### config.mk
export PLATFORM = sky130hd
export DESIGN_NAME = cluster_mesh_top
export DESIGN_NICKNAME = d
export VERILOG_FILES = /design/src/logic/noc_pkg.sv /design/src/logic/dma_pkg.sv /design/src/logic/noc_link_if.sv /design/src/logic/mesh_router.sv /design/src/logic/group_dma.sv /design/src/logic/cluster_mesh_top.sv
export VERILOG_INCLUDE_DIRS = /design/src /design/src/include
export SDC_FILE = /design/constraint.sdc
export NUM_CORES = 1
export LEC_CHECK = 0
export BUFFER_PORTS_ARGS = -buffer_cell sky130_fd_sc_hd__buf_2
export CAP_MARGIN = 5
export CORE_ASPECT_RATIO = 1.1
export CORE_MARGIN = 3
export CORE_UTILIZATION = 50
export CTS_CLUSTER_SIZE = 20
export DETAILED_ROUTE_END_ITERATION = 6
export PLACE_DENSITY = 0.74
export SLEW_MARGIN = 20
export SYNTH_ARGS = -nofsm -noshare
export SYNTH_HDL_FRONTEND = slang
export SYNTH_SLANG_ARGS = --single-unit
### constraint.sdc
create_clock -name clk_i -period 4.7 [get_ports clk_i]
set_clock_uncertainty 0.1 [all_clocks]
set_input_delay 0.94 -clock clk_i [delete_from_list [all_inputs] [get_ports clk_i]]
set_output_delay 0.94 -clock clk_i [all_outputs]
set_load 0.05 [all_outputs]
### src/include/cluster_defs.svh
//******************************
// Cluster mesh size and field widths
//******************************
`ifndef CLUSTER_DEFS_SVH
`define CLUSTER_DEFS_SVH

// Mesh geometry
`define CLUSTER_NUM_X      2
`define CLUSTER_NUM_Y      2
`define CLUSTER_NUM_GROUPS 4
`define CLUSTER_NUM_HBM    4

// Packet fields
`define CLUSTER_DATA_W     32
`define CLUSTER_DST_W      3

// DMA fields
`define CLUSTER_DMA_LEN_W  8
`define CLUSTER_DMA_ID_W   4
`define CLUSTER_DMA_CNT_W  8

`endif

### src/logic/noc_pkg.sv
//******************************
// Mesh packet destination and router side types
//******************************
`include "cluster_defs.svh"

package noc_pkg;

  // HBM k sits on row k mod NUM_Y, west for the lower half, east otherwise
  typedef enum logic [`CLUSTER_DST_W-1:0] {
    DST_HBM0   = 3'd0,
    DST_HBM1   = 3'd1,
    DST_HBM2   = 3'd2,
    DST_HBM3   = 3'd3,
    DST_PERIPH = 3'd4
  } noc_dst_e;

  // Router sides, opposite side is index xor 2
  typedef enum logic [1:0] {
    PORT_NORTH = 2'd0,
    PORT_EAST  = 2'd1,
    PORT_SOUTH = 2'd2,
    PORT_WEST  = 2'd3
  } router_port_e;

endpackage

### src/logic/dma_pkg.sv
//******************************
// DMA request and status types
//******************************
`include "cluster_defs.svh"

package dma_pkg;

  typedef struct packed {
    logic [`CLUSTER_DMA_LEN_W-1:0] len;
    logic [`CLUSTER_DMA_ID_W-1:0]  id;
  } dma_req_t;

  typedef struct packed {
    logic                          busy;
    logic [`CLUSTER_DMA_CNT_W-1:0] done_count;
    logic [`CLUSTER_DMA_ID_W-1:0]  last_id;
  } dma_meta_t;

endpackage

### src/logic/noc_link_if.sv
//******************************
// One direction of a mesh link
//******************************
`timescale 1ns/1ps
`include "cluster_defs.svh"

interface noc_link_if
  import noc_pkg::*;
();

  logic                       valid;
  logic                       ready;
  noc_dst_e                   dst;
  logic [`CLUSTER_DATA_W-1:0] data;

  // Sender holds valid, dst and data until the handshake edge
  modport tx (
    output valid,
    output dst,
    output data,
    input  ready
  );

  modport rx (
    input  valid,
    input  dst,
    input  data,
    output ready
  );

endinterface

### src/logic/mesh_router.sv
//******************************
// Four-port mesh router, rows-first routing
// with one round-robin output register per side
//******************************
`timescale 1ns/1ps
`include "cluster_defs.svh"

module mesh_router
  import noc_pkg::*;
#(
  parameter int unsigned POS_X = 0,
  parameter int unsigned POS_Y = 0
) (
  input  logic   clk_i,
  input  logic   arst_n_i,
  noc_link_if.rx north_rx,
  noc_link_if.rx east_rx,
  noc_link_if.rx south_rx,
  noc_link_if.rx west_rx,
  noc_link_if.tx north_tx,
  noc_link_if.tx east_tx,
  noc_link_if.tx south_tx,
  noc_link_if.tx west_tx
);

  localparam int unsigned NUM_PORTS = 4;

  logic                       in_valid [NUM_PORTS];
  logic                       in_ready [NUM_PORTS];
  noc_dst_e                   in_dst   [NUM_PORTS];
  logic [`CLUSTER_DATA_W-1:0] in_data  [NUM_PORTS];
  router_port_e               in_route [NUM_PORTS];

  logic                       out_valid_q [NUM_PORTS];
  noc_dst_e                   out_dst_q   [NUM_PORTS];
  logic [`CLUSTER_DATA_W-1:0] out_data_q  [NUM_PORTS];
  logic                       out_ready   [NUM_PORTS];
  logic                       out_free    [NUM_PORTS];

  logic [NUM_PORTS-1:0] req     [NUM_PORTS];
  logic [NUM_PORTS-1:0] take    [NUM_PORTS];
  logic                 gnt_any [NUM_PORTS];
  logic [1:0]           gnt_idx [NUM_PORTS];
  logic [1:0]           rr_q    [NUM_PORTS];

  // Exit side at this router by rows first then columns
  function automatic router_port_e route_of(noc_dst_e dst);
    int unsigned  k;
    int unsigned  tgt_x;
    int unsigned  tgt_y;
    router_port_e side;
    k = dst;
    if (dst == DST_PERIPH) begin
      tgt_x = 0;
      tgt_y = 0;
      side  = PORT_SOUTH;
    end else begin
      tgt_y = k % `CLUSTER_NUM_Y;
      tgt_x = (k < `CLUSTER_NUM_Y) ? 0 : `CLUSTER_NUM_X - 1;
      side  = (k < `CLUSTER_NUM_Y) ? PORT_WEST : PORT_EAST;
    end
    if (tgt_y > POS_Y) return PORT_NORTH;
    if (tgt_y < POS_Y) return PORT_SOUTH;
    if (tgt_x > POS_X) return PORT_EAST;
    if (tgt_x < POS_X) return PORT_WEST;
    return side;
  endfunction

  // Host packets at (0,0) turn back out south to the periph port
  // Horizontal traffic never turns
  function automatic bit turn_ok(int unsigned i, int unsigned o);
    if (i == o) return (o == PORT_SOUTH && POS_X == 0 && POS_Y == 0);
    if (i == PORT_EAST || i == PORT_WEST) begin
      return (o == (i ^ 2));
    end
    return 1'b1;
  endfunction

  assign in_valid[PORT_NORTH] = north_rx.valid;
  assign in_dst[PORT_NORTH]   = north_rx.dst;
  assign in_data[PORT_NORTH]  = north_rx.data;
  assign north_rx.ready       = in_ready[PORT_NORTH];
  assign in_valid[PORT_EAST]  = east_rx.valid;
  assign in_dst[PORT_EAST]    = east_rx.dst;
  assign in_data[PORT_EAST]   = east_rx.data;
  assign east_rx.ready        = in_ready[PORT_EAST];
  assign in_valid[PORT_SOUTH] = south_rx.valid;
  assign in_dst[PORT_SOUTH]   = south_rx.dst;
  assign in_data[PORT_SOUTH]  = south_rx.data;
  assign south_rx.ready       = in_ready[PORT_SOUTH];
  assign in_valid[PORT_WEST]  = west_rx.valid;
  assign in_dst[PORT_WEST]    = west_rx.dst;
  assign in_data[PORT_WEST]   = west_rx.data;
  assign west_rx.ready        = in_ready[PORT_WEST];

  assign north_tx.valid        = out_valid_q[PORT_NORTH];
  assign north_tx.dst          = out_dst_q[PORT_NORTH];
  assign north_tx.data         = out_data_q[PORT_NORTH];
  assign out_ready[PORT_NORTH] = north_tx.ready;
  assign east_tx.valid         = out_valid_q[PORT_EAST];
  assign east_tx.dst           = out_dst_q[PORT_EAST];
  assign east_tx.data          = out_data_q[PORT_EAST];
  assign out_ready[PORT_EAST]  = east_tx.ready;
  assign south_tx.valid        = out_valid_q[PORT_SOUTH];
  assign south_tx.dst          = out_dst_q[PORT_SOUTH];
  assign south_tx.data         = out_data_q[PORT_SOUTH];
  assign out_ready[PORT_SOUTH] = south_tx.ready;
  assign west_tx.valid         = out_valid_q[PORT_WEST];
  assign west_tx.dst           = out_dst_q[PORT_WEST];
  assign west_tx.data          = out_data_q[PORT_WEST];
  assign out_ready[PORT_WEST]  = west_tx.ready;

  for (genvar p = 0; p < NUM_PORTS; p++) begin : gen_port
    assign in_route[p] = route_of(in_dst[p]);
    // Register takes a word when empty or emptying this cycle
    assign out_free[p] = !out_valid_q[p] || out_ready[p];
  end

  always_comb begin
    for (int o = 0; o < NUM_PORTS; o++) begin
      for (int i = 0; i < NUM_PORTS; i++) begin
        req[o][i] = in_valid[i] && (in_route[i] == o) && turn_ok(i, o);
      end
    end
  end

  // Round-robin search starts after the last winner
  always_comb begin
    logic [1:0] cand;
    cand = '0;
    for (int o = 0; o < NUM_PORTS; o++) begin
      gnt_any[o] = 1'b0;
      gnt_idx[o] = rr_q[o];
      for (int k = 1; k <= NUM_PORTS; k++) begin
        cand = rr_q[o] + 2'(k);
        if (!gnt_any[o] && req[o][cand]) begin
          gnt_any[o] = 1'b1;
          gnt_idx[o] = cand;
        end
      end
    end
  end

  for (genvar i = 0; i < NUM_PORTS; i++) begin : gen_in
    for (genvar o = 0; o < NUM_PORTS; o++) begin : gen_take
      if (turn_ok(i, o)) begin : gen_legal
        assign take[i][o] = gnt_any[o] && (gnt_idx[o] == i) && out_free[o];
      end else begin : gen_never
        assign take[i][o] = 1'b0;
      end
    end
    assign in_ready[i] = !in_valid[i] || (|take[i]);
  end

  always_ff @(posedge clk_i or negedge arst_n_i) begin
    if (!arst_n_i) begin
      for (int o = 0; o < NUM_PORTS; o++) begin
        out_valid_q[o] <= 1'b0;
        rr_q[o]        <= '0;
      end
    end else begin
      for (int o = 0; o < NUM_PORTS; o++) begin
        if (gnt_any[o] && out_free[o]) begin
          out_valid_q[o] <= 1'b1;
          rr_q[o]        <= gnt_idx[o];
        end else if (out_ready[o]) begin
          out_valid_q[o] <= 1'b0;
        end
      end
    end
  end

  always_ff @(posedge clk_i) begin
    for (int o = 0; o < NUM_PORTS; o++) begin
      if (gnt_any[o] && out_free[o]) begin
        out_dst_q[o]  <= in_dst[gnt_idx[o]];
        out_data_q[o] <= in_data[gnt_idx[o]];
      end
    end
  end

endmodule

### src/logic/group_dma.sv
//******************************
// Group DMA front end, request skid buffer,
// transfer countdown and status register
//******************************
`timescale 1ns/1ps
`include "cluster_defs.svh"

module group_dma
  import dma_pkg::*;
(
  input  logic      clk_i,
  input  logic      arst_n_i,
  input  dma_req_t  dma_req_i,
  input  logic      dma_req_valid_i,
  output logic      dma_req_ready_o,
  output dma_meta_t dma_meta_o
);

  dma_req_t                      slot_q [2];
  logic                          wr_ptr_q;
  logic                          rd_ptr_q;
  logic [1:0]                    fill_q;
  logic                          push;
  logic                          pop;

  logic                          busy_q;
  logic [`CLUSTER_DMA_LEN_W-1:0] remain_q;
  logic [`CLUSTER_DMA_ID_W-1:0]  cur_id_q;
  logic [`CLUSTER_DMA_CNT_W-1:0] done_cnt_q;
  logic [`CLUSTER_DMA_ID_W-1:0]  last_id_q;
  logic                          finish;
  dma_meta_t                     meta_q;

  assign dma_req_ready_o = (fill_q != 2'd2);
  assign push            = dma_req_valid_i && dma_req_ready_o;
  assign finish          = busy_q && (remain_q == `CLUSTER_DMA_LEN_W'(1));
  // Next transfer loads on the completion edge, so busy has no gap
  assign pop             = (!busy_q || finish) && (fill_q != 2'd0);

  always_ff @(posedge clk_i) begin
    if (push) begin
      slot_q[wr_ptr_q] <= dma_req_i;
    end
  end

  always_ff @(posedge clk_i or negedge arst_n_i) begin
    if (!arst_n_i) begin
      wr_ptr_q <= 1'b0;
      rd_ptr_q <= 1'b0;
      fill_q   <= 2'd0;
    end else begin
      if (push) begin
        wr_ptr_q <= !wr_ptr_q;
      end
      if (pop) begin
        rd_ptr_q <= !rd_ptr_q;
      end
      fill_q <= fill_q + 2'(push) - 2'(pop);
    end
  end

  // Zero length still takes one cycle
  always_ff @(posedge clk_i or negedge arst_n_i) begin
    if (!arst_n_i) begin
      busy_q     <= 1'b0;
      remain_q   <= '0;
      cur_id_q   <= '0;
      done_cnt_q <= '0;
      last_id_q  <= '0;
    end else begin
      if (finish) begin
        done_cnt_q <= done_cnt_q + 1'b1;
        last_id_q  <= cur_id_q;
      end
      if (pop) begin
        busy_q   <= 1'b1;
        remain_q <= (slot_q[rd_ptr_q].len == '0) ? `CLUSTER_DMA_LEN_W'(1)
                                                  : slot_q[rd_ptr_q].len;
        cur_id_q <= slot_q[rd_ptr_q].id;
      end else if (finish) begin
        busy_q <= 1'b0;
      end else if (busy_q) begin
        remain_q <= remain_q - 1'b1;
      end
    end
  end

  always_ff @(posedge clk_i or negedge arst_n_i) begin
    if (!arst_n_i) begin
      meta_q <= '0;
    end else begin
      meta_q <= '{busy: busy_q, done_count: done_cnt_q, last_id: last_id_q};
    end
  end

  assign dma_meta_o = meta_q;

endmodule

### src/logic/cluster_mesh_top.sv
//******************************
// 2x2 cluster mesh, four routers, four DMA
// front ends and the edge ports
//******************************
`timescale 1ns/1ps
`include "cluster_defs.svh"

module cluster_mesh_top
  import noc_pkg::*;
  import dma_pkg::*;
(
  input  logic                                             clk_i,
  input  logic                                             arst_n_i,
  // Host injection at the south of group (0,0)
  input  logic                                             host_valid_i,
  input  noc_dst_e                                         host_dst_i,
  input  logic [`CLUSTER_DATA_W-1:0]                       host_data_i,
  output logic                                             host_ready_o,
  // Memory egress
  output logic [`CLUSTER_NUM_HBM-1:0]                      hbm_valid_o,
  output logic [`CLUSTER_NUM_HBM-1:0][`CLUSTER_DATA_W-1:0] hbm_data_o,
  input  logic [`CLUSTER_NUM_HBM-1:0]                      hbm_ready_i,
  // Peripheral egress
  output logic                                             periph_valid_o,
  output logic [`CLUSTER_DATA_W-1:0]                       periph_data_o,
  input  logic                                             periph_ready_i,
  // DMA request and status
  input  dma_req_t [`CLUSTER_NUM_GROUPS-1:0]               dma_req_i,
  input  logic [`CLUSTER_NUM_GROUPS-1:0]                   dma_req_valid_i,
  output logic [`CLUSTER_NUM_GROUPS-1:0]                   dma_req_ready_o,
  output dma_meta_t [`CLUSTER_NUM_GROUPS-1:0]              dma_meta_o
);

  localparam int unsigned NUM_X    = `CLUSTER_NUM_X;
  localparam int unsigned NUM_Y    = `CLUSTER_NUM_Y;
  localparam int unsigned NUM_TX   = `CLUSTER_NUM_GROUPS * 4;
  localparam int unsigned NUM_EDGE = 2 * (NUM_X + NUM_Y);

  function automatic int unsigned tx_idx(int unsigned x, int unsigned y, int unsigned s);
    return (NUM_Y * x + y) * 4 + s;
  endfunction

  // Link feeding side s of router (x, y), neighbour tx or an edge slot
  function automatic int unsigned rx_idx(int unsigned x, int unsigned y, int unsigned s);
    case (s)
      PORT_NORTH: return (y == NUM_Y - 1) ? NUM_TX + x : tx_idx(x, y + 1, PORT_SOUTH);
      PORT_EAST:  return (x == NUM_X - 1) ? NUM_TX + NUM_X + y : tx_idx(x + 1, y, PORT_WEST);
      PORT_SOUTH: return (y == 0) ? NUM_TX + NUM_X + NUM_Y + x : tx_idx(x, y - 1, PORT_NORTH);
      default:    return (x == 0) ? NUM_TX + 2 * NUM_X + NUM_Y + y : tx_idx(x - 1, y, PORT_EAST);
    endcase
  endfunction

  // Router tx links first, then the edge rx links
  noc_link_if link [NUM_TX + NUM_EDGE] ();

  for (genvar x = 0; x < NUM_X; x++) begin : gen_x
    for (genvar y = 0; y < NUM_Y; y++) begin : gen_y
      localparam int unsigned G    = NUM_Y * x + y;
      localparam int unsigned TX   = G * 4;
      localparam int unsigned RX_N = rx_idx(x, y, PORT_NORTH);
      localparam int unsigned RX_E = rx_idx(x, y, PORT_EAST);
      localparam int unsigned RX_S = rx_idx(x, y, PORT_SOUTH);
      localparam int unsigned RX_W = rx_idx(x, y, PORT_WEST);

      mesh_router #(
        .POS_X (x),
        .POS_Y (y)
      ) i_router (
        .clk_i,
        .arst_n_i,
        .north_rx (link[RX_N]           ),
        .east_rx  (link[RX_E]           ),
        .south_rx (link[RX_S]           ),
        .west_rx  (link[RX_W]           ),
        .north_tx (link[TX + PORT_NORTH]),
        .east_tx  (link[TX + PORT_EAST] ),
        .south_tx (link[TX + PORT_SOUTH]),
        .west_tx  (link[TX + PORT_WEST] )
      );

      group_dma i_dma (
        .clk_i,
        .arst_n_i,
        .dma_req_i       (dma_req_i[G]      ),
        .dma_req_valid_i (dma_req_valid_i[G]),
        .dma_req_ready_o (dma_req_ready_o[G]),
        .dma_meta_o      (dma_meta_o[G]     )
      );

      if (y == NUM_Y - 1) begin : gen_north_edge
        assign link[RX_N].valid             = 1'b0;
        assign link[RX_N].dst               = DST_HBM0;
        assign link[RX_N].data              = '0;
        assign link[TX + PORT_NORTH].ready  = 1'b1;
      end

      if (x == NUM_X - 1) begin : gen_east_edge
        assign link[RX_E].valid             = 1'b0;
        assign link[RX_E].dst               = DST_HBM0;
        assign link[RX_E].data              = '0;
        assign hbm_valid_o[NUM_Y + y]       = link[TX + PORT_EAST].valid;
        assign hbm_data_o[NUM_Y + y]        = link[TX + PORT_EAST].data;
        assign link[TX + PORT_EAST].ready   = hbm_ready_i[NUM_Y + y];
      end

      if (x == 0) begin : gen_west_edge
        assign link[RX_W].valid             = 1'b0;
        assign link[RX_W].dst               = DST_HBM0;
        assign link[RX_W].data              = '0;
        assign hbm_valid_o[y]               = link[TX + PORT_WEST].valid;
        assign hbm_data_o[y]                = link[TX + PORT_WEST].data;
        assign link[TX + PORT_WEST].ready   = hbm_ready_i[y];
      end

      if (y == 0 && x == 0) begin : gen_host_periph
        assign link[RX_S].valid             = host_valid_i;
        assign link[RX_S].dst               = host_dst_i;
        assign link[RX_S].data              = host_data_i;
        assign host_ready_o                 = link[RX_S].ready;
        assign periph_valid_o               = link[TX + PORT_SOUTH].valid;
        assign periph_data_o                = link[TX + PORT_SOUTH].data;
        assign link[TX + PORT_SOUTH].ready  = periph_ready_i;
      end else if (y == 0) begin : gen_south_edge
        assign link[RX_S].valid             = 1'b0;
        assign link[RX_S].dst               = DST_HBM0;
        assign link[RX_S].data              = '0;
        assign link[TX + PORT_SOUTH].ready  = 1'b1;
      end
    end
  end

endmodule

After elaboration in Yosys (flattened, before gate mapping):

Memory sizes are Yosys's and may differ from the RTL's.
Cells that the tools add are included.

* logic and storage cells: 1316
* RAM bits: 656
* register bits: 213
* memories: 12
* input bits: 95
* output and inout bits: 222

* mux-type cells: 685
* $lt $le $gt $ge: 125
* reduce and logical (&&, ||, !) cells: 289
* equal/unequal tests: 52
* bitwise operators: 16
* $add $sub $neg: 64

Memory list
* gen_x[0].gen_y[0].i_router.out_data_q: words 4, width 32, rd ports 4, clocked after Yosys merged registers in 0, write ports 4, RTL line mesh_router.sv:36 `` logic [`CLUSTER_DATA_W-1:0] out_data_q [NUM_PORTS]; ``
* gen_x[0].gen_y[1].i_router.out_data_q: words 4, width 32, rd ports 3, clocked after Yosys merged registers in 0, write ports 2, RTL line mesh_router.sv:36
* gen_x[1].gen_y[0].i_router.out_data_q: words 4, width 32, rd ports 3, clocked after Yosys merged registers in 0, write ports 2, RTL line mesh_router.sv:36
* gen_x[1].gen_y[1].i_router.out_data_q: words 4, width 32, rd ports 3, clocked after Yosys merged registers in 0, write ports 2, RTL line mesh_router.sv:36
* gen_x[0].gen_y[0].i_dma.slot_q: words 2, width 12, rd ports 1, clocked after Yosys merged registers in 0, write ports 1, RTL line group_dma.sv:19 `dma_req_t slot_q [2];`
* gen_x[0].gen_y[1].i_dma.slot_q: words 2, width 12, rd ports 1, clocked after Yosys merged registers in 0, write ports 1, RTL line group_dma.sv:19
* 6 more memories

Operators by type and width (count)
* 2-to-1 mux 32 bit: 47
* binary-select mux 32 bit (select 2 bit): 16
* 2-to-1 mux 2 bit: 166
* 2-to-1 mux 1 bit: 322
* > comparator 32 x 1 -> 1 bit (second input constant): 9
* < comparator 32 x 1 -> 1 bit (second input constant): 9
* < comparator 2 x 3 -> 1 bit (second input constant): 64
* OR reduction 32 bit: 6
* logical AND 1 bit: 130
* binary-select mux 1 bit (select 2 bit): 64
* 2-to-1 mux 8 bit: 16
* 2-to-1 mux 3 bit: 38
* binary-select mux 3 bit (select 2 bit): 16
* zero test 1 bit: 74
* adder 2 bit (second input constant): 32
* nonzero test 2 bit: 25
* >= comparator 3 bit (second input constant): 16
* inverter 2 -> 3 bit: 16
* == test 2 bit (second input constant): 22
* adder 2 x 1 -> 2 bit (second input constant): 16
* adder 8 x 1 -> 8 bit (second input constant): 4
* == test 8 x 1 -> 1 bit (second input constant): 4
* zero test 8 bit: 4
* subtractor 8 x 1 -> 8 bit (second input constant): 4
* 14 further kinds: 111

Depth between registers and ports, before layout:

Gate-level depths: netlist of the first run.
An unclocked memory read counts as a cell.

* word-level depth: 43
* depth in mapped cells: 11
* depth with buffers taken out: 11

Modules after synthesis:

Synthesis of the first run repeated with hierarchy kept, for this count alone.

* cell total of the unflattened synthesis: 4959
* area, all modules: 52519.1 um2

By module, submodules not included
* mesh_router (gen_x[0].gen_y[1].i_router): area each 11247.0 um2, seq. area each 4504.3 um2, cells an instance 1129, instances 1
* mesh_router (gen_x[1].gen_y[0].i_router): area each 10542.6 um2, seq. area each 4504.3 um2, cells an instance 1096, instances 1
* mesh_router (gen_x[1].gen_y[1].i_router): area each 10038.4 um2, seq. area each 4504.3 um2, cells an instance 951, instances 1
* mesh_router (gen_x[0].gen_y[0].i_router): area each 9773.1 um2, seq. area each 4504.3 um2, cells an instance 992, instances 1
* group_dma (gen_x[0].gen_y[0].i_dma ...): area each 2721.4 um2, seq. area each 1771.7 um2, cells an instance 195, instances 3
* group_dma (gen_x[1].gen_y[1].i_dma): area each 2716.4 um2, seq. area each 1771.7 um2, cells an instance 200, instances 1
* cluster_mesh_top: area each 37.5 um2, seq. area each 0.0 um2, cells an instance 6, instances 1

Worst setup path before layout of the first run:

OpenSTA, ideal clock, no wires.

* path type: input -> output
* start point: input hbm_ready_i[3]
* end point: output host_ready_o
* setup slack: -322 ps
* arrival: 3982 ps
* data required time: 3660 ps
* buffers on the path: 0
* cell stages on the path: 5
* cells stage by stage: nor2b_1 > o21ai_0 > nand2b_1 > a31oi_1 > or3_1

* longest elaborated chain between the ends: 11

RTL lines
* start: declaration: RTL line cluster_mesh_top.sv:22 `` input logic [`CLUSTER_NUM_HBM-1:0] hbm_ready_i, ``
* logical OR 1 bit: RTL line mesh_router.sv:116 `assign out_free[p] = !out_valid_q[p] || out_ready[p];`
* logical AND 1 bit: RTL line mesh_router.sv:147 `assign take[i][o] = gnt_any[o] && (gnt_idx[o] == i) && out_free[o];`
* logical OR 1 bit: RTL line mesh_router.sv:152 `assign in_ready[i] = !in_valid[i] || (|take[i]);`
* logical OR 1 bit: RTL line mesh_router.sv:116
* logical AND 1 bit: RTL line mesh_router.sv:147
* OR reduction 3 bit: RTL line mesh_router.sv:152
* logical OR 1 bit: RTL line mesh_router.sv:152
* logical OR 1 bit: RTL line mesh_router.sv:116
* logical AND 1 bit: RTL line mesh_router.sv:147
* OR reduction 4 bit: RTL line mesh_router.sv:152
* logical OR 1 bit: RTL line mesh_router.sv:152
* end: declaration: RTL line cluster_mesh_top.sv:18 `output logic host_ready_o,`

Every way passes these cells.

Worst setup path in the final report of the first run:

* start point: input host_dst_i[0]
* end point: output host_ready_o

* longest elaborated chain between the ends: 31
* elaborated cells between the ends (all ways): 138
* classes of those cells: 5 x order compare; 8 x eq/ne; 86 x mux; 39 x reduce/logical

RTL lines
* start: declaration: RTL line cluster_mesh_top.sv:16 `input noc_dst_e host_dst_i,`
* < comparator 3 x 2 -> 1 bit (no source line)
* 2-to-1 mux 1 bit: RTL line mesh_router.sv:59 `` tgt_x = (k < `CLUSTER_NUM_Y) ? 0 : `CLUSTER_NUM_X - 1; ``
* 2-to-1 mux 32 bit: RTL line mesh_router.sv:53 `if (dst == DST_PERIPH) begin`
* < comparator 32 x 1 -> 1 bit: RTL line mesh_router.sv:65 `if (tgt_x < POS_X) return PORT_WEST;`
* 2-to-1 mux 1 bit (2 in a row): RTL line mesh_router.sv:65
* 2-to-1 mux 1 bit: RTL line mesh_router.sv:64 `if (tgt_x > POS_X) return PORT_EAST;`
* 2-to-1 mux 1 bit: RTL line mesh_router.sv:63 `if (tgt_y < POS_Y) return PORT_SOUTH;`
* 2-to-1 mux 2 bit: RTL line mesh_router.sv:66 `return side;`
* [... 13 more ...]
* 2-to-1 mux 1 bit: RTL line mesh_router.sv:136 `if (!gnt_any[o] && req[o][cand]) begin`
* zero test 1 bit: RTL line mesh_router.sv:136
* logical AND 1 bit: RTL line mesh_router.sv:136
* 2-to-1 mux 2 bit: RTL line mesh_router.sv:136
* == test 2 bit: RTL line mesh_router.sv:147
* logical AND 1 bit (2 in a row): RTL line mesh_router.sv:147
* OR reduction 4 bit (*): RTL line mesh_router.sv:152
* logical OR 1 bit (*): RTL line mesh_router.sv:152

Mark *: on every way between the ends. The rest lies on a longest branch, timed or not. The select of a mux whose other input is x is not followed.

==> results of run 1 <==
[sequential cells by signal, indices dropped and copies added, names as in the netlist]
| signal | cells |
|---|---|
| gen_x.gen_y.i_dma.busy_q | 4 |
| gen_x.gen_y.i_dma.cur_id_q | 16 |
| gen_x.gen_y.i_dma.dma_meta_o | 52 |
| gen_x.gen_y.i_dma.done_cnt_q | 32 |
| gen_x.gen_y.i_dma.fill_q | 8 |
| gen_x.gen_y.i_dma.last_id_q | 16 |
| gen_x.gen_y.i_dma.rd_ptr_q | 4 |
| gen_x.gen_y.i_dma.remain_q | 32 |
| gen_x.gen_y.i_dma.slot_q | 96 |
| gen_x.gen_y.i_dma.wr_ptr_q | 4 |
| gen_x.gen_y.i_router.east_tx.valid | 4 |
| gen_x.gen_y.i_router.north_tx.valid | 1 |
| gen_x.gen_y.i_router.out_data_q | 256 |
| gen_x.gen_y.i_router.out_dst_q | 8 |
| gen_x.gen_y.i_router.rr_q | 16 |
| gen_x.gen_y.i_router.south_tx.valid | 1 |
| gen_x.gen_y.i_router.west_tx.valid | 2 |
[layout make-up]
cell class                      instances  area share [%]
Clock inverter                         28            1.19
Tap cell                              560            2.80
Timing Repair Buffer                  330            6.78
Inverter                               46           0.690
Sequential cell                       552            62.4
Multi-Input combinational cell        766            20.2
Clock buffer                           71            5.86
Antenna cell                            4          0.0400
[through the flow]
| step | total power, W | setup slack (ns) | instances |
|---|---|---|---|
| finish | 0.0130 | 1.05 | 2357 |
| global route | 0.0136 | 0.905 | 2356 |
| CTS | 0.0131 | 1.05 | 2353 |
| detailed placement | 0.00879 | 1.08 | 2254 |
| global placement | 0.00868 | 1.12 | 2254 |
| floorplan | 0.00813 | 0.136 | 1414 |
[routing by layer]
| layer | share of wire (%) | up-vias | track usage, % | wire length, um |
|---|---|---|---|---|
| met2 | 49 | 362 | 33.6 | 22300 |
| met5 | 0 | - | 0 | 0 |
| met1 | 41 | 6013 | 26.1 | 18600 |
| met4 | 4.0 | 0 | 7.99 | 1820 |
| met3 | 5.8 | 98 | 4.80 | 2650 |
| li1 | - | 5652 | - | - |
[worst max path at each step]
stage          depth (start not counted)      startpoint  slack (ns)      endpoint
2_1_floorplan                          4  hbm_ready_i[2]        0.14  host_ready_o
3_3_place_gp                           7   host_dst_i[0]        1.12  host_ready_o
3_5_place_dp                           7   host_dst_i[0]        1.08  host_ready_o
4_1_cts                                7   host_dst_i[0]        1.05  host_ready_o
5_1_grt                                7   host_dst_i[0]        0.91  host_ready_o
6_report                               7   host_dst_i[0]        1.05  host_ready_o
[report_power, final]
group	switching [W]	total (W)	internal (W)	leakage, nW
logic	0.00142	0.00218	0.000756	3.78
clock network	0.00178	0.00430	0.00252	0.861
registers	0.000533	0.00652	0.00598	5.74
total	0.00373	0.0130	0.00926	10.4
[cells by family (layout without fill, tap and decap cells)]
logic type	count (synthesis)	after routing	synth area share, %
adders and majority gates	20	20	1.19
muxes	58	58	2.88
DFF	552	552	74.4
other	0	4	0
and+or+nand+nor	525	525	14.0
buffers and inverters	96	475	1.90
AOI/OAI and AO/OA	119	119	3.77
xor gates and xnor gates	44	44	1.84
[synth_stat cells, types with 4 or more instances]
| master | number | area share (%) |
|---|---|---|
| a211oi_1 | 9 | 0.32 |
| xnor2_1 | 33 | 1.4 |
| or4_1 | 4 | 0.14 |
| and2_1 | 168 | 5.0 |
| mux2_2 | 19 | 1.0 |
| nor3b_1 | 4 | 0.14 |
| o22ai_1 | 4 | 0.12 |
| buf_4 | 8 | 0.29 |
| nor4_1 | 6 | 0.18 |
| nor2b_1 | 102 | 3.0 |
| o21ai_0 | 40 | 0.95 |
| xor2_1 | 11 | 0.46 |
| nand3_1 | 10 | 0.24 |
| inv_1 | 46 | 0.82 |
| o211ai_1 | 5 | 0.18 |
| dfrtp_1 | 192 | 23 |
| nand4_1 | 13 | 0.39 |
| a21oi_1 | 23 | 0.55 |
| and3_1 | 12 | 0.36 |
| mux2i_1 | 39 | 1.9 |
| clkbuf_1 | 39 | 0.70 |
| nand2_1 | 99 | 1.8 |
| o221ai_1 | 5 | 0.21 |
| edfxtp_1 | 360 | 51 |
| or2_2 | 6 | 0.18 |
| nor2_1 | 47 | 0.84 |
| ha_1 | 20 | 1.2 |
| nor3_1 | 18 | 0.43 |
| nand2b_1 | 21 | 0.63 |
==> results.md, run 1 <==
* Hold Path Depth at 0
* Initial antenna violation count at 4
* Post-DR vias/cell at 5.14
* Worst skew pair latency at 0.59 ns
* Fin area at 25000 um^2
* Worst-margin pin slew at 1.05 ns
* Seq cells post-synth at 552
* CTS Buffer Depth at 3
* Slew Limit Fails at 0
* Die height at 221 um
* Synth async-reset ratio at 34.8%
* CTS tree: done
* Fillers at 3225
* Largest net degree at the start of global routing at 119
* Most common cell on crit path: buf_2
* Final hold vios at 0
* Area Growth Syn to Fin at 19.2%
* Setup crit start kind: primary input
* Mapped Area at 21000 um^2
* Reg-to-reg endpoint: gen_x[0].gen_y[1].i_dma.fill_q[1]
* Arr. time, crit path at 2.61 ns
* GP Congestion at 0.860
* Hold_sp: gen_x[0].gen_y[1].i_dma.last_id_q[3]
* Worst Path Max Fanout at 5
* Most frequent cells in the layout: edfxtp_1, buf_2, dfrtp_1
* H-tree Lvls at 2
* Synth Instances at 1414
* Leakage at 10.4 nW
* GR Overflow Total at 0
* Core ar. at 41400 um^2
* WS Path Type: primary input to output port
* 1st-iter DRT viols at 688
* EDFF count, synth at 360
* Yosys Warn Count at 0
* Status: completed
* Period minus WS final at 3.65 ns
* CTS Sinks at 552
* Most common cell after layout, fill and taps aside: edfxtp_1
* Post-DRT Antenna Nets at 0
* R2R Path Start: gen_x[0].gen_y[1].i_dma.remain_q[2]
* Mean post-synth cell area at 14.8 um^2
* FF-to-FF setup slack at 1.67 ns
* WHS Endpoint: gen_x[0].gen_y[1].i_dma.dma_meta_o[3]
* Initial core utilization at 50.7%
* Post-cts gate resize count at 0
* Power density cells at 519 nW/um^2
* Clock Root Buffer: clkbuf_16
* First-pass GRT wire length at 69900 um
* # nets final at 1864
* Syn nets at 1529
* RSZ-0062 raised after global routing: no
* Crit-path leading delay family: simple AND/OR/NAND/NOR gates
* Synth cell types at 60
* Worst Reg-to-Reg Cells at 9
* Register area at 15600 um^2
* Sequential cell area fraction in the yosys report at 74.4%
* Layout cells sized above 1 at 25.4%
* Ys flop type: edfxtp_1
* Largest stage delay, worst path at 0.45 ns
* DIE AREA at 44500 um^2
* Area after DPL at 23200 um^2
* DRC Markers at 0
* Total track usage at 20.3%
* TritonRoute pass-1 iters at 5
* Fin crit share at 77.7%
* Crit-path slowest cell: nor3b_1
* Hold Path Class: flop to flop
* Vias in the first global route at 12295
* Worst path required time at 3.66 ns
* Hold slack at 0.273 ns
* Setup Buffers After CTS at 0
* WP buf/inv at 2
* Max_cap viols at 0
* Peak VDD IR at 0.415 mV
* Final HPWL DP at 31500 um
* Post-Route WL at 45400 um
* Total Neg Setup Slack at 0 ns
* Row count at 78
* Multi-input gate area at 5060 um^2
* Port-buffer cells at 316
* Hold buffers post-CTS at 0
* Routed wire per std cell at 19.3 um
* Worst Setup End Kind: output port
* Slew margin rel. at 29.9%
* Fin util at 60.5%
* Fmax at 274 MHz
* DIE WIDTH at 201 um
* Clock-pin slew on the worst setup and hold paths at 0.06 ns
* # IOs at 317
* CTS Buf Count at 53
* Vias at 12125
* CP Cell Sequence: buf_2, nand2b_1, nor3b_1, nand2_1, nand3_1, or3_1, buf_2
* Endpoints failing setup at 0
(Power assumes the default switching activity.)
==> run 2: changes to the inputs <==
--- a/config.mk
+++ b/config.mk
@@ -6,6 +6,7 @@
 export SDC_FILE = /design/constraint.sdc
 export NUM_CORES = 1
 export LEC_CHECK = 0
+export ABC_AREA = 1
 export BUFFER_PORTS_ARGS = -buffer_cell sky130_fd_sc_hd__buf_2
 export CAP_MARGIN = 5
 export CORE_ASPECT_RATIO = 1.1
==> constraint.sdc (replaced) <==
create_clock -name clk_i -period 2.9 [get_ports clk_i]
set_clock_uncertainty 0.1 [all_clocks]
set_input_delay 0.58 -clock clk_i [delete_from_list [all_inputs] [get_ports clk_i]]
set_output_delay 0.58 -clock clk_i [all_outputs]
set_load 0.05 [all_outputs]
==> results.md, run 2 <==
* Initial antenna violation count at 10
* 1st-iter DRT viols at 995
* Total track usage at 20.5%
* R2R Path Start: gen_x[1].gen_y[1].i_dma.remain_q[6]
* Routed wire per std cell at 17.1 um
* Yosys Warn Count at 0
* Synth cell count leaders: edfxtp_1, nand2_1, inv_1
* Layout cells sized above 1 at 21.9%
* Peak VDD IR at 0.588 mV
* CTS Buf Count at 52
* Pint at 0.0155 W
* DIE WIDTH at 205 um
* Net Sw Frac at 31.9%
* Clock Root Buffer: clkbuf_16
* Clk network pwr share at 31.0%
* Total Neg Setup Slack at 0 ns
* Worst-margin pin slew at 0.622 ns
* Syn nets at 1948
* Period minus WS final at 2.71 ns
* Max_cap viols at 0
* Post-DRT Antenna Nets at 0
* CP startpoint: gen_x[0].gen_y[0].i_router.out_dst_q[0][1]
* Row count at 79
* Sequential cell area fraction in the yosys report at 71.7%
* Vias at 13924
* Post-DR vias/cell at 5.00
* Arr. time, crit path at 2.03 ns
* Most frequent cells in the layout: edfxtp_1, nand2_1, buf_2
* Post-Route WL at 47700 um
* Seq cells post-synth at 552
* Slew Limit Fails at 0
* Final Non-Filler Cells at 2784
* Port-buffer cells at 316
* DIE AREA at 46100 um^2
* Fin crit share at 93.3%
* Top cells by area, synth: edfxtp_1, dfrtp_1, nand2_1
* Status: completed
* Final HPWL DP at 32800 um
* Synth Instances at 1833
* H-tree Lvls at 2
* Fmax at 370 MHz
* Largest register FFs at 256
* Clock-pin slew on the worst setup and hold paths at 0.07 ns
* Placed cells at 2681
* Area Growth Syn to Fin at 19.0%
* Worst Setup End Kind: output port
* Worst skew pair latency at 0.61 ns
* Sequential power share at 47.1%
* Endpoints failing setup at 0
* Most frequent cell after synthesis: edfxtp_1
* EDFF count, synth at 360
* Multi-input gate area at 4940 um^2
* TritonRoute pass-1 iters at 5
* Initial core utilization at 51.0%
* CTS tree: done
* FF-to-FF setup slack at 0.62 ns
* RSZ-0062 raised after global routing: no
* # IOs at 317
* Worst path required time at 2.22 ns
* Leakage at 11.6 nW
* Most common cell after layout, fill and taps aside: edfxtp_1
* Setup crit start kind: flop
* Synth top area share at 49.7%
* Slew margin rel. at 58.6%
* GP Congestion at 0.872
* Setup Buffers After CTS at 0
* Ys flop type: edfxtp_1
* Switching power at 0.00726 W
* Worst Reg-to-Reg Cells at 9
* Power density cells at 879 nW/um^2
* Mapped Area at 21800 um^2
* Hold slack at 0.0582 ns
* Fillers at 3336
* Synth cell types at 36
* Vias in the first global route at 13643
* Mean post-synth cell area at 11.9 um^2
* CP endpoint: host_ready_o
* WS Path Type: flop to output port
* Synth area leader: edfxtp_1
* Die height at 225 um
* Hold Path Class: primary input to flop
* Biggest register: gen_x.gen_y.i_router.out_data_q
* Register area at 15600 um^2
* Fin util at 60.7%
* # nets final at 2284
* CTS Buffer Depth at 3
* First-pass GRT wire length at 74100 um
* Pwr Total at 0.0228 W
* Reg-to-reg endpoint: gen_x[1].gen_y[1].i_dma.fill_q[1]
* Comb power frac at 21.9%
* DRC Markers at 0
* Worst Path Max Fanout at 4
* Core ar. at 42700 um^2
* GR Overflow Total at 0
* Synth async-reset ratio at 34.8%
* Final hold vios at 0
* Largest net degree at the start of global routing at 68
* CTS Sinks at 552
[run 2: changes by cell type after synthesis, sizes merged, moves of 32 or more]
cell and delta:
nand2 +245, inv +187, and2 -168, nor2 +134
a21oi +108, nor2b -102, nand3 +54, o21ai +51
buf +32
[run 2: worst min path at each step]
stage                                               startpoint                                    end  slack, ns  cells past startpoint
after CTS                                        dma_req_i[20]   gen_x[0].gen_y[1].i_dma.slot_q[1][8]       0.02                      1
final                                            dma_req_i[20]   gen_x[0].gen_y[1].i_dma.slot_q[1][8]       0.06                      1
after detailed placement  gen_x[1].gen_y[1].i_dma.last_id_q[3]  gen_x[1].gen_y[1].i_dma.dma_meta_o[3]       0.26                      0
after global routing                             dma_req_i[20]   gen_x[0].gen_y[1].i_dma.slot_q[1][8]       0.03                      1
after global placement    gen_x[0].gen_y[1].i_dma.last_id_q[0]  gen_x[0].gen_y[1].i_dma.dma_meta_o[0]       0.26                      0
after floorplan                                       arst_n_i         gen_x[0].gen_y[0].i_dma.busy_q       0.18                      0
[run 2: critical path: stages (launching register included)]
cell	delay [ns]
edfxtp_1	0.40
nor3_1	0.27
o21ai_1	0.17
nand3_1	0.17
nand2_1	0.14
nand2_2	0.11
buf_12	0.14
[run 2: cells by family (layout without fill, tap and decap cells)]
group	after synthesis	in the layout	share of synthesized area (%)
other cells	0	7	0
buf+inv	308	685	5.77
compound gates	227	227	5.56
simple gates	658	658	13.0
fa+ha+maj	20	20	1.15
xor+xnor	52	52	2.09
mux	16	16	0.736
flops	552	552	71.7
[run 2: per-stage QoR]
step                cell area (um^2)  worst slack [ns]
detailed placement             24100             0.581
global placement               24100             0.588
CTS                            25900            0.0897
global route                   25900            0.0280
finish                         25900             0.194
floorplan                      21800           -0.0210
[run 2: layout make-up]
class	count	share of cell area, %
clock buffers	68	5.73
well taps	567	2.74
inverters	236	3.43
repair buffers	354	7.41
flip-flops and latches	552	60.3
multi-input cells	973	19.1
diodes	7	0.0676
clock inverters	27	1.26
[run 2: power groups by stage]
stage,Combinational (W),Sequential (W),Clock (W)
after floorplan,0.00296,0.0115,0
after global placement,0.00482,0.0108,0
after detailed placement,0.00497,0.0109,0
after CTS,0.00502,0.0107,0.00722
after global routing,0.00557,0.0109,0.00754
final,0.00498,0.0107,0.00706
[run 2: routing by layer]
metal  part of all wire (%)  GRT usage [%]  wire (um)  vias to the layer above
li1                       -              -          -                     6713
met1                     40           26.2      19000                     6652
met2                     49           34.6      23600                      459
met3                    7.7           5.09       3680                       94
met4                    3.0           6.99       1440                        6
met5                  0.086              0         41                        -
[run 2: what timing repair did]
action / in CTS / in global routing
endpoints found under the hold margin: 62 / 0
endpoints found under the setup margin: 0 / 1
hold buffers: 1 / 0
gates resized for setup: 0 / 1
==> run 3: changes to the inputs <==
==> constraint.sdc (replaced) <==
create_clock -name clk_i -period 2.9 [get_ports clk_i]
set_clock_uncertainty 0.1 [all_clocks]
set_input_delay 0 -clock clk_i [delete_from_list [all_inputs] [get_ports clk_i]]
set_output_delay 0 -clock clk_i [all_outputs]
set_load 0.05 [all_outputs]
==> results.md, run 3 (synthesis gave the netlist of run 2 again) <==
* Status: completed
* Clk network pwr share at 30.1%
* Biggest register: gen_x.gen_y.i_router.out_data_q
* CTS Sinks at 552
* Post-cts gate resize count at 0
* Sequential power share at 47.3%
* Die height at 225 um
* GR Overflow Total at 0
* DRC Markers at 0
* Met3 GRT Util at 5.41%
* Register area at 15600 um^2
* Most frequent cells in the layout: edfxtp_1, nand2_1, buf_2
* Worst skew pair latency at 0.60 ns
* Post-Route WL at 50000 um
* Most common cell after layout, fill and taps aside: edfxtp_1
* Endpoints failing setup at 0
* 1st-iter DRT viols at 1053
* Worst-margin pin slew at 0.987 ns
* Comb power frac at 22.6%
* CTS Buffer Depth at 3
* Pint at 0.0155 W
* Port-buffer cells at 316
* Slew Limit Fails at 0
* Fin crit share at 77.5%
* Final HPWL DP at 32800 um
* Power density cells at 844 nW/um^2
* Final hold vios at 0
* M1 GR Usage at 27.5%
* Net Sw Frac at 31.9%
* Period minus WS final at 2.25 ns
* Initial core utilization at 51.0%
* GP Congestion at 0.855
* Switching power at 0.00725 W
* DIE AREA at 46100 um^2
* Clock Root Buffer: clkbuf_16
* CTS Buf Count at 53
* Routed wire per std cell at 17.3 um
* Largest register FFs at 256
* Clock-pin slew on the worst setup and hold paths at 0.06 ns
* Setup crit start kind: flop
* Met2 Usage GRT at 36.1%
* Worst path required time at 3.29 ns
* Slew margin rel. at 33.9%
* Vias in the first global route at 14478
* Total Neg Setup Slack at 0 ns
* Initial antenna violation count at 2
* Fin util at 63.0%
* Core ar. at 42700 um^2
* WS Path Type: flop to flop
* Fmax at 445 MHz
* # nets final at 2392
* Max_cap viols at 0
* Largest net degree at the start of global routing at 127
* First-pass GRT wire length at 77900 um
* Layout cells sized above 1 at 20.3%
* TritonRoute pass-1 iters at 7
* Worst Setup End Kind: flop
* Leakage at 12.0 nW
* CTS tree: done
* # IOs at 317
* Worst Path Max Fanout at 16
* Row count at 79
* H-tree Lvls at 2
* Setup Buffers After CTS at 0
* Fillers at 3252
* Post-DR vias/cell at 5.03
* Peak VDD IR at 0.814 mV
* Post-DRT Antenna Nets at 0
* GRT busiest layer: met2
* Vias at 14541
* DIE WIDTH at 205 um
* Hold Path Class: primary input to flop
* Arr. time, crit path at 2.64 ns
* RSZ-0062 raised after global routing: no
* Area Growth Syn to Fin at 23.6%
* Multi-input gate area at 4930 um^2
* Total track usage at 21.6%
-- run 3: per-stage QoR --
stage                     area [um^2]  setup WS (ns)  hold slack, ns  cells  power [W]
after floorplan                 21800         0.0976          -0.396   1833     0.0145
after global placement          24000          0.744          -0.295   2676     0.0157
after detailed placement        24000          0.675          -0.296   2676     0.0159
after CTS                       26900          0.646        0.000695   2889     0.0229
after global routing            26900          0.494         0.00367   2890     0.0239
final                           26900          0.654          0.0337   2890     0.0227
-- run 3: metal layers --
layer | part of all wire [%] | wire [um]
met1 | 39 | 19400
met2 | 50 | 24800
met3 | 8.2 | 4090
met4 | 3.5 | 1770
met5 | 0.026 | 13
-- run 3: worst max-delay path, cell delays in order, from the launching register on --
cell and delay, ns:
dfrtp_1 0.40, inv_1 0.09, ha_1 0.16, nand2_1 0.12, o21ai_4 0.39, nand2_4 0.22, inv_1 0.15, ha_1 0.23
inv_1 0.05, ha_1 0.22
-- run 3: area by class of cell --
cell class / count / share of cell area, %
diodes: 1 / 0.00930
flip-flops and latches: 552 / 58.0
repair buffers: 461 / 11.2
clock buffers: 83 / 5.88
well taps: 567 / 2.64
inverters: 236 / 3.30
clock inverters: 17 / 0.600
multi-input cells: 973 / 18.3
-- run 3: repair_timing --
| item | CTS | global route |
|---|---|---|
| hold buffers | 113 | 0 |
| endpoints found under the setup margin | 0 | 0 |
| endpoints found under the hold margin | 545 | 0 |
-- run 3: worst paths after layout --
kind,start,endpoint,slack [ns],cells after the start
max in group asynchronous,arst_n_i,gen_x[1].gen_y[0].i_dma.remain_q[4],1.53,4
min in group asynchronous,arst_n_i,gen_x[0].gen_y[0].i_dma.busy_q,0.07,3
hold / removal,dma_req_i[31],gen_x[1].gen_y[0].i_dma.slot_q[1][7],0.03,2
setup / recovery,gen_x[1].gen_y[1].i_dma.remain_q[1],gen_x[1].gen_y[1].i_dma.fill_q[0],0.65,9
setup reg to reg,gen_x[1].gen_y[1].i_dma.remain_q[1],gen_x[1].gen_y[1].i_dma.fill_q[0],0.65,9
hold reg to reg,gen_x[0].gen_y[1].i_dma.last_id_q[3],gen_x[0].gen_y[1].i_dma.dma_meta_o[3],0.28,0
-- run 3: power groups by stage --
stage          logic [W]  clock network [W]  registers, W
2_1_floorplan    0.00295                  0        0.0115
3_3_place_gp     0.00486                  0        0.0108
3_5_place_dp     0.00498                  0        0.0109
4_1_cts          0.00515            0.00699        0.0107
5_1_grt          0.00571            0.00733        0.0109
6_report         0.00513            0.00683        0.0107
